**config.mk**
```make
export PLATFORM = sky130hd
export DESIGN_NAME = wb_subsys
export DESIGN_NICKNAME = d
export VERILOG_FILES = /design/src/design/wb_pkg.sv /design/src/design/wb_subsys.sv /design/src/design/exc_csr_regs.sv /design/src/design/wb_regfile.sv /design/src/design/ex2_wb_stage.sv
export VERILOG_INCLUDE_DIRS = /design/src /design/src/design
export SDC_FILE = /design/constraint.sdc
export NUM_CORES = 2
export LEC_CHECK = 0
export ABC_AREA = 1
export BUFFER_PORTS_ARGS = -buffer_cell sky130_fd_sc_hd__buf_2
export CORE_MARGIN = 10
export CORE_UTILIZATION = 35
export DETAILED_ROUTE_END_ITERATION = 8
export SLEW_MARGIN = 20
export SYNTH_ARGS = -nofsm -noshare
export SYNTH_HDL_FRONTEND = slang
export SYNTH_SLANG_ARGS = --single-unit
```
**constraint.sdc**
```tcl
create_clock -name clk -period 3.6 [get_ports clk]
set_clock_uncertainty 0.2 [all_clocks]
set_input_delay 0.72 -clock clk [delete_from_list [all_inputs] [get_ports clk]]
set_output_delay 0.72 -clock clk [all_outputs]
set_load 0.05 [all_outputs]
```
**src/design/wb_consts.svh**
```systemverilog
`ifndef WB_CONSTS_SVH
`define WB_CONSTS_SVH

// uop flag positions
`define UOP_INS_CSR 0
`define UOP_INS_DIV 1
`define UOP_INS_MEM 2

// condition field, four bits from here up
`define UOP_COND_LO 3
`define UOP_COND_W  4

// cond bit meanings inside the field
`define COND_REM    0
`define COND_STORE  2

// exception codes
`define EXP_PIL  7'h01
`define EXP_PIS  7'h02
`define EXP_PIF  7'h03
`define EXP_PME  7'h04
`define EXP_PPI  7'h07
`define EXP_ADEF 7'h08
`define EXP_ALE  7'h09
`define EXP_TLBR 7'h3F

// architectural register count
`define NUM_REGS 32

`endif
```
**src/design/wb_pkg.sv**
```systemverilog
package wb_pkg;

    // data, pc and instruction words
    typedef logic [31:0] word_t;

    // architectural register number
    typedef logic [4:0] reg_idx_t;

    // exception code as carried down the pipe
    typedef logic [6:0] ecode_t;

    // virtual page number, badv[31:13]
    typedef logic [18:0] vppn_t;

    // micro-op flags, bit layout in wb_consts.svh
    typedef logic [7:0] uop_t;

endpackage

```
**src/design/wb_subsys.sv**
```systemverilog
`timescale 1ns/1ps

module wb_subsys (
    input  logic              clk,
    input  logic              aresetn,
    input  wb_pkg::word_t     pc0,
    input  wb_pkg::word_t     pc1,
    input  wb_pkg::word_t     inst0,
    input  wb_pkg::word_t     inst1,
    input  wb_pkg::uop_t      uop0,
    input  wb_pkg::uop_t      uop1,
    input  wb_pkg::word_t     result0,
    input  wb_pkg::word_t     result1,
    input  logic              result_valid0,
    input  logic              result_valid1,
    input  wb_pkg::reg_idx_t  rd0,
    input  wb_pkg::reg_idx_t  rd1,
    input  wb_pkg::word_t     quotient,
    input  wb_pkg::word_t     remainder,
    input  logic              div_ready,
    input  wb_pkg::word_t     dcache_data,
    input  logic              dcache_ready,
    input  wb_pkg::word_t     csr_data,
    input  logic              csr_ready,
    input  logic              exception_flag,
    input  wb_pkg::ecode_t    ecode,
    input  wb_pkg::word_t     badv,
    input  wb_pkg::word_t     era,
    input  logic              cpu_interrupt,
    input  logic              ertn,
    input  wb_pkg::reg_idx_t  raddr0,
    input  wb_pkg::reg_idx_t  raddr1,
    output logic              allowin,
    output logic              flush,
    output wb_pkg::word_t     rdata0,
    output wb_pkg::word_t     rdata1,
    output wb_pkg::word_t     dbg_pc0,
    output wb_pkg::word_t     dbg_pc1,
    output wb_pkg::word_t     dbg_inst0,
    output wb_pkg::word_t     dbg_inst1,
    output logic [3:0]        dbg_wen0,
    output logic [3:0]        dbg_wen1,
    output wb_pkg::reg_idx_t  dbg_wnum0,
    output wb_pkg::reg_idx_t  dbg_wnum1,
    output wb_pkg::word_t     dbg_wdata0,
    output wb_pkg::word_t     dbg_wdata1,
    output wb_pkg::ecode_t    csr_ecode,
    output wb_pkg::word_t     csr_badv,
    output wb_pkg::word_t     csr_era,
    output wb_pkg::vppn_t     csr_vppn,
    output logic              tlbr_mode
);
    import wb_pkg::*;

    // stage to regfile
    word_t    wb_data0;
    word_t    wb_data1;
    reg_idx_t wb_rd0;
    reg_idx_t wb_rd1;
    logic     wb_we0;
    logic     wb_we1;

    // stage to exception csrs
    ecode_t   ecode_q;
    word_t    badv_q;
    word_t    era_q;
    vppn_t    vppn_q;
    logic     wen_badv;
    logic     wen_era;
    logic     wen_vppn;
    logic     tlb_exception;

    ex2_wb_stage u_stage (
        .clk            (clk),
        .aresetn        (aresetn),
        .pc0            (pc0),
        .pc1            (pc1),
        .inst0          (inst0),
        .inst1          (inst1),
        .uop0           (uop0),
        .uop1           (uop1),
        .result0        (result0),
        .result1        (result1),
        .result_valid0  (result_valid0),
        .result_valid1  (result_valid1),
        .rd0            (rd0),
        .rd1            (rd1),
        .quotient       (quotient),
        .remainder      (remainder),
        .div_ready      (div_ready),
        .dcache_data    (dcache_data),
        .dcache_ready   (dcache_ready),
        .csr_data       (csr_data),
        .csr_ready      (csr_ready),
        .exception_flag (exception_flag),
        .ecode          (ecode),
        .badv           (badv),
        .era            (era),
        .cpu_interrupt  (cpu_interrupt),
        .allowin        (allowin),
        .flush          (flush),
        .wb_data0       (wb_data0),
        .wb_data1       (wb_data1),
        .wb_rd0         (wb_rd0),
        .wb_rd1         (wb_rd1),
        .wb_we0         (wb_we0),
        .wb_we1         (wb_we1),
        .ecode_q        (ecode_q),
        .badv_q         (badv_q),
        .era_q          (era_q),
        .vppn_q         (vppn_q),
        .wen_badv       (wen_badv),
        .wen_era        (wen_era),
        .wen_vppn       (wen_vppn),
        .tlb_exception  (tlb_exception),
        .dbg_pc0        (dbg_pc0),
        .dbg_pc1        (dbg_pc1),
        .dbg_inst0      (dbg_inst0),
        .dbg_inst1      (dbg_inst1),
        .dbg_wen0       (dbg_wen0),
        .dbg_wen1       (dbg_wen1),
        .dbg_wnum0      (dbg_wnum0),
        .dbg_wnum1      (dbg_wnum1),
        .dbg_wdata0     (dbg_wdata0),
        .dbg_wdata1     (dbg_wdata1)
    );

    wb_regfile u_regfile (
        .clk     (clk),
        .aresetn (aresetn),
        .we0     (wb_we0),
        .we1     (wb_we1),
        .waddr0  (wb_rd0),
        .waddr1  (wb_rd1),
        .wdata0  (wb_data0),
        .wdata1  (wb_data1),
        .raddr0  (raddr0),
        .raddr1  (raddr1),
        .rdata0  (rdata0),
        .rdata1  (rdata1)
    );

    exc_csr_regs u_csr (
        .clk           (clk),
        .aresetn       (aresetn),
        .ecode_q       (ecode_q),
        .badv_q        (badv_q),
        .era_q         (era_q),
        .vppn_q        (vppn_q),
        .wen_badv      (wen_badv),
        .wen_era       (wen_era),
        .wen_vppn      (wen_vppn),
        .tlb_exception (tlb_exception),
        .ertn          (ertn),
        .csr_ecode     (csr_ecode),
        .csr_badv      (csr_badv),
        .csr_era       (csr_era),
        .csr_vppn      (csr_vppn),
        .tlbr_mode     (tlbr_mode)
    );

endmodule

```
**src/design/exc_csr_regs.sv**
```systemverilog
`timescale 1ns/1ps

module exc_csr_regs (
    input  logic            clk,
    input  logic            aresetn,
    input  wb_pkg::ecode_t  ecode_q,
    input  wb_pkg::word_t   badv_q,
    input  wb_pkg::word_t   era_q,
    input  wb_pkg::vppn_t   vppn_q,
    input  logic            wen_badv,
    input  logic            wen_era,
    input  logic            wen_vppn,
    input  logic            tlb_exception,
    input  logic            ertn,
    output wb_pkg::ecode_t  csr_ecode,
    output wb_pkg::word_t   csr_badv,
    output wb_pkg::word_t   csr_era,
    output wb_pkg::vppn_t   csr_vppn,
    output logic            tlbr_mode
);

    // estat ecode and era move together on any trap
    always_ff @(posedge clk or negedge aresetn) begin
        if (!aresetn) begin
            csr_ecode <= '0;
            csr_era   <= '0;
        end else if (wen_era) begin
            csr_ecode <= ecode_q;
            csr_era   <= era_q;
        end
    end

    always_ff @(posedge clk or negedge aresetn) begin
        if (!aresetn) begin
            csr_badv <= '0;
        end else if (wen_badv) begin
            csr_badv <= badv_q;
        end
    end

    // tlbehi vppn
    always_ff @(posedge clk or negedge aresetn) begin
        if (!aresetn) begin
            csr_vppn <= '0;
        end else if (wen_vppn) begin
            csr_vppn <= vppn_q;
        end
    end

    // refill entry wins over a same-cycle ertn
    always_ff @(posedge clk or negedge aresetn) begin
        if (!aresetn) begin
            tlbr_mode <= 1'b0;
        end else if (tlb_exception) begin
            tlbr_mode <= 1'b1;
        end else if (ertn) begin
            tlbr_mode <= 1'b0;
        end
    end

endmodule

```
**src/design/wb_regfile.sv**
```systemverilog
`timescale 1ns/1ps
`include "wb_consts.svh"

module wb_regfile (
    input  logic              clk,
    input  logic              aresetn,
    input  logic              we0,
    input  logic              we1,
    input  wb_pkg::reg_idx_t  waddr0,
    input  wb_pkg::reg_idx_t  waddr1,
    input  wb_pkg::word_t     wdata0,
    input  wb_pkg::word_t     wdata1,
    input  wb_pkg::reg_idx_t  raddr0,
    input  wb_pkg::reg_idx_t  raddr1,
    output wb_pkg::word_t     rdata0,
    output wb_pkg::word_t     rdata1
);
    import wb_pkg::*;

    word_t regs [`NUM_REGS];

    always_ff @(posedge clk or negedge aresetn) begin
        if (!aresetn) begin
            for (int i = 0; i < `NUM_REGS; i++) begin
                regs[i] <= '0;
            end
        end else begin
            if (we0 && (waddr0 != '0)) begin
                regs[waddr0] <= wdata0;
            end
            // lane 1 is younger, its write lands last
            if (we1 && (waddr1 != '0)) begin
                regs[waddr1] <= wdata1;
            end
        end
    end

    // r0 is hardwired zero
    assign rdata0 = (raddr0 == '0) ? '0 : regs[raddr0];
    assign rdata1 = (raddr1 == '0) ? '0 : regs[raddr1];

endmodule

```
**src/design/ex2_wb_stage.sv**
```systemverilog
`timescale 1ns/1ps
`include "wb_consts.svh"

module ex2_wb_stage (
    input  logic              clk,
    input  logic              aresetn,
    input  wb_pkg::word_t     pc0,
    input  wb_pkg::word_t     pc1,
    input  wb_pkg::word_t     inst0,
    input  wb_pkg::word_t     inst1,
    input  wb_pkg::uop_t      uop0,
    input  wb_pkg::uop_t      uop1,
    input  wb_pkg::word_t     result0,
    input  wb_pkg::word_t     result1,
    input  logic              result_valid0,
    input  logic              result_valid1,
    input  wb_pkg::reg_idx_t  rd0,
    input  wb_pkg::reg_idx_t  rd1,
    input  wb_pkg::word_t     quotient,
    input  wb_pkg::word_t     remainder,
    input  logic              div_ready,
    input  wb_pkg::word_t     dcache_data,
    input  logic              dcache_ready,
    input  wb_pkg::word_t     csr_data,
    input  logic              csr_ready,
    input  logic              exception_flag,
    input  wb_pkg::ecode_t    ecode,
    input  wb_pkg::word_t     badv,
    input  wb_pkg::word_t     era,
    input  logic              cpu_interrupt,
    output logic              allowin,
    output logic              flush,
    output wb_pkg::word_t     wb_data0,
    output wb_pkg::word_t     wb_data1,
    output wb_pkg::reg_idx_t  wb_rd0,
    output wb_pkg::reg_idx_t  wb_rd1,
    output logic              wb_we0,
    output logic              wb_we1,
    output wb_pkg::ecode_t    ecode_q,
    output wb_pkg::word_t     badv_q,
    output wb_pkg::word_t     era_q,
    output wb_pkg::vppn_t     vppn_q,
    output logic              wen_badv,
    output logic              wen_era,
    output logic              wen_vppn,
    output logic              tlb_exception,
    output wb_pkg::word_t     dbg_pc0,
    output wb_pkg::word_t     dbg_pc1,
    output wb_pkg::word_t     dbg_inst0,
    output wb_pkg::word_t     dbg_inst1,
    output logic [3:0]        dbg_wen0,
    output logic [3:0]        dbg_wen1,
    output wb_pkg::reg_idx_t  dbg_wnum0,
    output wb_pkg::reg_idx_t  dbg_wnum1,
    output wb_pkg::word_t     dbg_wdata0,
    output wb_pkg::word_t     dbg_wdata1
);
    import wb_pkg::*;

    logic  ready0;
    logic  ready1;
    logic  has_src0;
    logic  has_src1;
    word_t pick0;
    word_t pick1;
    logic  page_exc;
    logic  addr_exc;

    // memory op with the store bit clear
    function automatic logic is_load(input uop_t uop);
        logic [`UOP_COND_W-1:0] cond;
        cond = uop[`UOP_COND_LO +: `UOP_COND_W];
        is_load = uop[`UOP_INS_MEM] && !cond[`COND_STORE];
    endfunction

    // value comes from csr, divider or dcache
    function automatic logic needs_slow(input uop_t uop, input logic csr_lane);
        needs_slow = (csr_lane && uop[`UOP_INS_CSR]) || uop[`UOP_INS_DIV] || is_load(uop);
    endfunction

    function automatic logic lane_ready(input uop_t uop, input logic rv, input logic csr_lane);
        if (rv) begin
            lane_ready = 1'b1;
        end else if (csr_lane && uop[`UOP_INS_CSR]) begin
            lane_ready = csr_ready;
        end else if (uop[`UOP_INS_DIV]) begin
            lane_ready = div_ready;
        end else if (is_load(uop)) begin
            lane_ready = dcache_ready;
        end else begin
            lane_ready = 1'b1;
        end
    endfunction

    // same priority order as lane_ready
    function automatic word_t lane_data(input uop_t uop, input logic rv, input word_t result,
                                        input logic csr_lane);
        logic [`UOP_COND_W-1:0] cond;
        cond = uop[`UOP_COND_LO +: `UOP_COND_W];
        if (rv) begin
            lane_data = result;
        end else if (csr_lane && uop[`UOP_INS_CSR]) begin
            lane_data = csr_data;
        end else if (uop[`UOP_INS_DIV]) begin
            lane_data = cond[`COND_REM] ? remainder : quotient;
        end else if (is_load(uop)) begin
            lane_data = dcache_data;
        end else begin
            lane_data = '0;
        end
    endfunction

    // only lane 0 issues csr ops
    assign ready0   = lane_ready(uop0, result_valid0, 1'b1);
    assign ready1   = lane_ready(uop1, result_valid1, 1'b0);
    assign has_src0 = result_valid0 || needs_slow(uop0, 1'b1);
    assign has_src1 = result_valid1 || needs_slow(uop1, 1'b0);
    assign pick0    = lane_data(uop0, result_valid0, result0, 1'b1);
    assign pick1    = lane_data(uop1, result_valid1, result1, 1'b0);

    assign allowin = ready0 && ready1;

    // a pair moves on together, so neither lane writes while the other waits
    always_ff @(posedge clk or negedge aresetn) begin
        if (!aresetn) begin
            wb_we0   <= 1'b0;
            wb_we1   <= 1'b0;
            wb_rd0   <= '0;
            wb_rd1   <= '0;
            wb_data0 <= '0;
            wb_data1 <= '0;
        end else begin
            wb_we0   <= has_src0 && allowin;
            wb_we1   <= has_src1 && allowin;
            wb_rd0   <= has_src0 ? rd0 : '0;
            wb_rd1   <= has_src1 ? rd1 : '0;
            wb_data0 <= pick0;
            wb_data1 <= pick1;
        end
    end

    // tlb-side faults carry a page number
    assign page_exc = ecode inside {`EXP_PIL, `EXP_PIS, `EXP_PIF, `EXP_PME, `EXP_PPI,
                                    `EXP_TLBR};
    assign addr_exc = page_exc || (ecode == `EXP_ADEF) || (ecode == `EXP_ALE);

    always_ff @(posedge clk or negedge aresetn) begin
        if (!aresetn) begin
            flush         <= 1'b0;
            wen_era       <= 1'b0;
            wen_badv      <= 1'b0;
            wen_vppn      <= 1'b0;
            tlb_exception <= 1'b0;
        end else begin
            flush         <= exception_flag || cpu_interrupt;
            wen_era       <= exception_flag || cpu_interrupt;
            wen_badv      <= exception_flag && addr_exc;
            wen_vppn      <= exception_flag && page_exc;
            tlb_exception <= exception_flag && (ecode == `EXP_TLBR);
        end
    end

    always_ff @(posedge clk) begin
        ecode_q <= ecode;
        badv_q  <= badv;
        era_q   <= era;
        vppn_q  <= badv[31:13];
    end

    // trace lines up with the registered writeback
    always_ff @(posedge clk) begin
        dbg_pc0   <= pc0;
        dbg_pc1   <= pc1;
        dbg_inst0 <= inst0;
        dbg_inst1 <= inst1;
    end

    // r0 writes are dropped by the regfile, so they are not traced either
    assign dbg_wen0   = {4{wb_we0 && (wb_rd0 != '0)}};
    assign dbg_wen1   = {4{wb_we1 && (wb_rd1 != '0)}};
    assign dbg_wnum0  = wb_rd0;
    assign dbg_wnum1  = wb_rd1;
    assign dbg_wdata0 = wb_data0;
    assign dbg_wdata1 = wb_data1;

endmodule

```
**Word-level counts from Yosys, hierarchy flattened**

Index checks and enable logic that the tools add are counted.

- Flip-flop bits (word level): 1,413
- Logic and storage cells: 137

- $lt $le $gt $ge: 6
- Eq/ne operators: 8
- Muxes and demuxes: 36
- Bitwise gates (word level): 4
- Reductions and logical operators: 28

Operators by type and width:

| kind | number |
|---|---|
| bitwise mux 1024 bit | 2 |
| 2-to-1 mux 1024 bit | 2 |
| 2-to-1 mux 32 bit | 17 |
| binary-select mux 32 bit (select 5 bit) | 2 |
| demux 32 bit (select 5 bit) | 2 |
| >= comparator 6 bit (second input constant) | 4 |
| NOT 5 -> 6 bit | 4 |
| equality test 7 x 2 -> 1 bit (second input constant) | 2 |
| equality test 7 x 3 -> 1 bit (second input constant) | 2 |
| equality test 7 x 4 -> 1 bit (second input constant) | 2 |
| logical AND 1 bit | 12 |
| less-than comparator 6 x 1 -> 1 bit (second input constant) | 2 |
| zero test 5 bit | 2 |
| 2-to-1 mux 5 bit | 2 |
| nonzero test 5 bit | 2 |
| 2-to-1 mux 1 bit | 9 |
| logical OR 1 bit | 8 |
| equality test 7 x 1 -> 1 bit (second input constant) | 1 |
| equality test 7 x 6 -> 1 bit (second input constant) | 1 |
| nonzero test 6 bit | 1 |
| zero test 1 bit | 2 |
| nonzero test 2 bit | 1 |

**Logic depth before layout (Yosys ltp)**

- Depth after elaboration: 9
- Depth in mapped cells: 13
- Depth with buffers taken out: 11

**Hierarchy**

From an unflattened synthesis, not the netlist that was laid out.

- Cell total of the unflattened synthesis: 11,903
- Area, all modules: 80,584.8 µm²

Modules (own cells, without submodules):

| module | times used | cells each | area an instance (µm²) | seq. area each (µm²) |
|---|---|---|---|---|
| wb_regfile | 1 | 10,461 | 67,532.3 | 25,624.6 |
| ex2_wb_stage | 1 | 1,056 | 9,630.5 | 5,985.7 |
| exc_csr_regs | 1 | 386 | 3,422.0 | 2,277.2 |

**Worst setup path after synthesis**

Ideal clock, no wire load.

- Path type: input to output
- From: input port raddr0[0]
- To: output port rdata0[23]
- Arrival time: 2.685 ns
- Data required time: 2.680 ns
- Slack: -0.005 ns
- Cell stages on the path: 11
- Path buffers: 4
- Cells stage by stage: buf_2 > inv_1 > clkbuf_1 > buf_2 > clkbuf_1 > nand2_1 > nand3_1 > nand3_1 > a21oi_1 > nor2_1 > nor2_1

- Word-level cells in the longest chain between the ends: 5
- Elaborated cells between the ends (all ways): 6
- Those cells by class: mux: 4; bitwise: 1; reduce/logical: 1

RTL lines:

| element | RTL line | source |
|---|---|---|
| start: declaration | wb_subsys.sv:31 | `input wb_pkg::reg_idx_t raddr0,` |
| NOT 5 -> 6 bit (not written as such) | wb_regfile.sv:39 | `assign rdata0 = (raddr0 == '0) ? '0 : regs[raddr0];` |
| binary-select mux 32 bit (select 5 bit) | wb_regfile.sv:39 |  |
| 2-to-1 mux 32 bit (not written as such) (2 in series) | wb_regfile.sv:39 |  |
| 2-to-1 mux 32 bit (*) | wb_regfile.sv:39 |  |
| end: declaration | wb_subsys.sv:35 | `output wb_pkg::word_t rdata0,` |

Mark *: on every way between the ends. The rest lies on a longest branch, timed or not. The select of a mux whose other input is x is not followed.

**Worst setup path after layout**

- From: input port raddr0[0]
- To: output port rdata0[18]

The elaborated chain is that of the path after synthesis.

==> impl_metrics.env <==
export IMPL_cts_clk_slew_worst_paths_ns=0.06
export IMPL_p_leak_nw=48.9
export IMPL_cap_violations=0
export IMPL_min_period_ns=3.63
export IMPL_ys_types=30
export IMPL_start_util_pct=35.1
export IMPL_dp_cells=15431
export IMPL_cp_max_fo=8
export IMPL_firstDrtPassIters=6
export IMPL_dp_slack_ns=-0.176
export IMPL_yosysTopAreaCell="dfrtp_1"
export IMPL_drt_iter0_drc=14369
export IMPL_fp_coreArea_um2=230000
export IMPL_violations="setup timing"
export IMPL_fillers=23401
export IMPL_root_buffer="clkbuf_16"
export IMPL_synth_area_leaders="dfrtp_1 37%, nand2_1 21%, nand3_1 12%"
export IMPL_clock_latency_ns=0.87
export IMPL_fin_cells=16090
export IMPL_synth_cells=12019
export IMPL_max_freq_mhz=275
export IMPL_ctsLongestPathBuffers=3
export IMPL_hold_viol=0
export IMPL_rows=176
export IMPL_ir_drop_v=0.000585
export IMPL_die_x_um=500
export IMPL_syn_cell_area_um2=80700
export IMPL_grt_max_degree=96
export IMPL_final_area_um2=102000
export IMPL_top_register="u_regfile.regs"
export IMPL_dp_hpwl_um=314000
export IMPL_yosysWarnings=0
export IMPL_drt_wl_total_um=449000
export IMPL_post_route_period_util_pct=101
export IMPL_synth_avg_cell_area_um2=6.71
export IMPL_drv_slew=0
export IMPL_p_per_area_nw_per_um2=610
export IMPL_fin_tns_setup_ns=-0.0812
export IMPL_status="finished, violations left"
export IMPL_fin_ws_ns=-0.0315
export IMPL_syn_nets=12456
export IMPL_drc=0
export IMPL_synth_seq_area_share_pct=42.0
export IMPL_dr_total_vias=93115
export IMPL_area_growth_syn_to_layout_pct=26.1
export IMPL_ant_nets=0
export IMPL_pin_count=804
export IMPL_port_buffers=796
export IMPL_cts_tree="yes"
export IMPL_crit_required_ns=2.68
export IMPL_worst_setup_path_start_kind="input pin"
export IMPL_htree_levels=4
export IMPL_crit_type="input pin to output port"
export IMPL_fin_nets=13322
export IMPL_numCtsBuffers=160
export IMPL_critPathCaptureType="output port"
export IMPL_finalSetupViolCount=5
export IMPL_grt_pass1_vias=86580
export IMPL_gr_total_overflow=0
export IMPL_clock_sinks=1394
export IMPL_antenna_found_initial=51
export IMPL_hold_class="input pin to flop"
export IMPL_placed_cell_area_um2=92100
export IMPL_ys_ff_latch=1394
export IMPL_die_h_um=500
export IMPL_rsz0062_at_grt="yes"
export IMPL_rrSetupSlack_ns=0.28
export IMPL_tightestPinTransition_ns=1.29
export IMPL_whs_ns=0.0480
export IMPL_final_cell_mix="4436 x nand2_1, 1876 x nand3_1, 1193 x dfrtp_1"
export IMPL_drive_gt1_share_pct=15.5
export IMPL_mostFrequentLayoutCell="nand2_1"
export IMPL_cp_arrival_ns=2.71
export IMPL_relSlewSlack_pct=13.5
export IMPL_vias_per_cell=5.79
export IMPL_fin_util_pct=44.3
export IMPL_largest_reg_flops=1024
export IMPL_power_total_mw=62.1
export IMPL_synth_top_area_share_pct=37.1
export IMPL_wire_per_inst_um=27.9
export IMPL_grt_usage_pct=34.2
export IMPL_grt_pass1_wl_um=636000
export IMPL_die_area_um2=250000
export IMPL_gp_congestion=0.982
==> cell usage after synthesis <==
library cell and number:
nor2_4 1, a31oi_1 38, o221ai_1 32, nor2_1 588, nor3_2 1, o21a_1 32, mux2_2 90, inv_2 22
a21oi_1 285, o211ai_1 401, o21ai_1 76, o22ai_1 90, buf_4 7, dfxtp_1 199, buf_2 99, nor4_2 1
dfrtp_1 1195, nor2_2 18, o21bai_1 1, buf_1 113, inv_1 576, nand3_1 1921, o21ai_0 739, clkbuf_1 881
nand4_1 6, nor3_1 100, o31ai_1 1, nand2_1 4474, clkinv_1 30, or2_2 2
==> report_power, final <==
part / switching (mW) / internal (mW) / total (mW)
registers: 4.29 / 20.4 / 24.7
clock network: 7.68 / 10.1 / 17.8
logic: 12.3 / 7.27 / 19.6
==> cell families (layout without fill, tap and decap cells) <==
family,after synthesis,in the layout,synth area share (%)
AND/OR/NAND/NOR,7112,7112,36.3
other,0,49,0
AO/OA/AOI/OAI,1695,1695,12.2
buffers and inverters,1728,2724,8.22
flip-flops,1394,1394,42.0
multiplexers,90,90,1.26
==> per-layer routing <==
layer | wire (um) | share of wire, % | global-route usage [%]
met1 | 162000 | 36 | 41.7
met2 | 195000 | 43 | 52.0
met3 | 57400 | 13 | 10.8
met4 | 35000 | 7.8 | 22.5
met5 | 125 | 0.028 | 0
==> final cells by class <==
class                   count  area, um2  area share [%]
clock buffers             225       4630            4.55
diodes                     49        123           0.121
clock inverters            67        981           0.964
well taps                3026       3790            3.72
flip-flops and latches   1394      33900            33.3
repair buffers           1804      15200            14.9
inverters                 628       2420            2.38
multi-input cells        8897      40700            40.0
==> path summary, 6_finish.rpt <==
path,startpoint,to,depth (start not counted)
hold reg to reg,u_regfile.regs[1001]$_DFF_PN0_,u_regfile.regs[1001]$_DFF_PN0_,0
max in group asynchronous,aresetn,u_regfile.regs[214]$_DFF_PN0_,4
hold / removal,quotient[28],u_stage.dbg_wdata1[28]$_DFF_PN0_,3
setup reg to reg,u_stage.dbg_wnum0[4]$_DFF_PN0_,u_regfile.regs[378]$_DFF_PN0_,12
setup / recovery,raddr0[0],rdata0[18],13
min in group asynchronous,aresetn,u_stage.dbg_wdata1[16]$_DFF_PN0_,2
==> critical path, stage by stage <==
cell and delay (ns):
buf_16 0.16, buf_16 0.21, buf_12 0.14, nand2_1 0.05, nand3_1 0.07, nand3_1 0.11, nand2_1 0.12, nand2_1 0.14
nand3_1 0.16, nand2_1 0.19, nor2_1 0.21, buf_4 0.17, buf_4 0.20
==> timing repair <==
action | in CTS | in global routing
hold buffers | 307 | 0
cloned | 2 | 6
buffers inserted | 0 | 3
gates resized for setup | 41 | 132
hold endpoints to repair | 371 | 0
pin swaps | 0 | 6
endpoints found under the setup margin | 29 | 67
(Power assumes the default switching activity.)
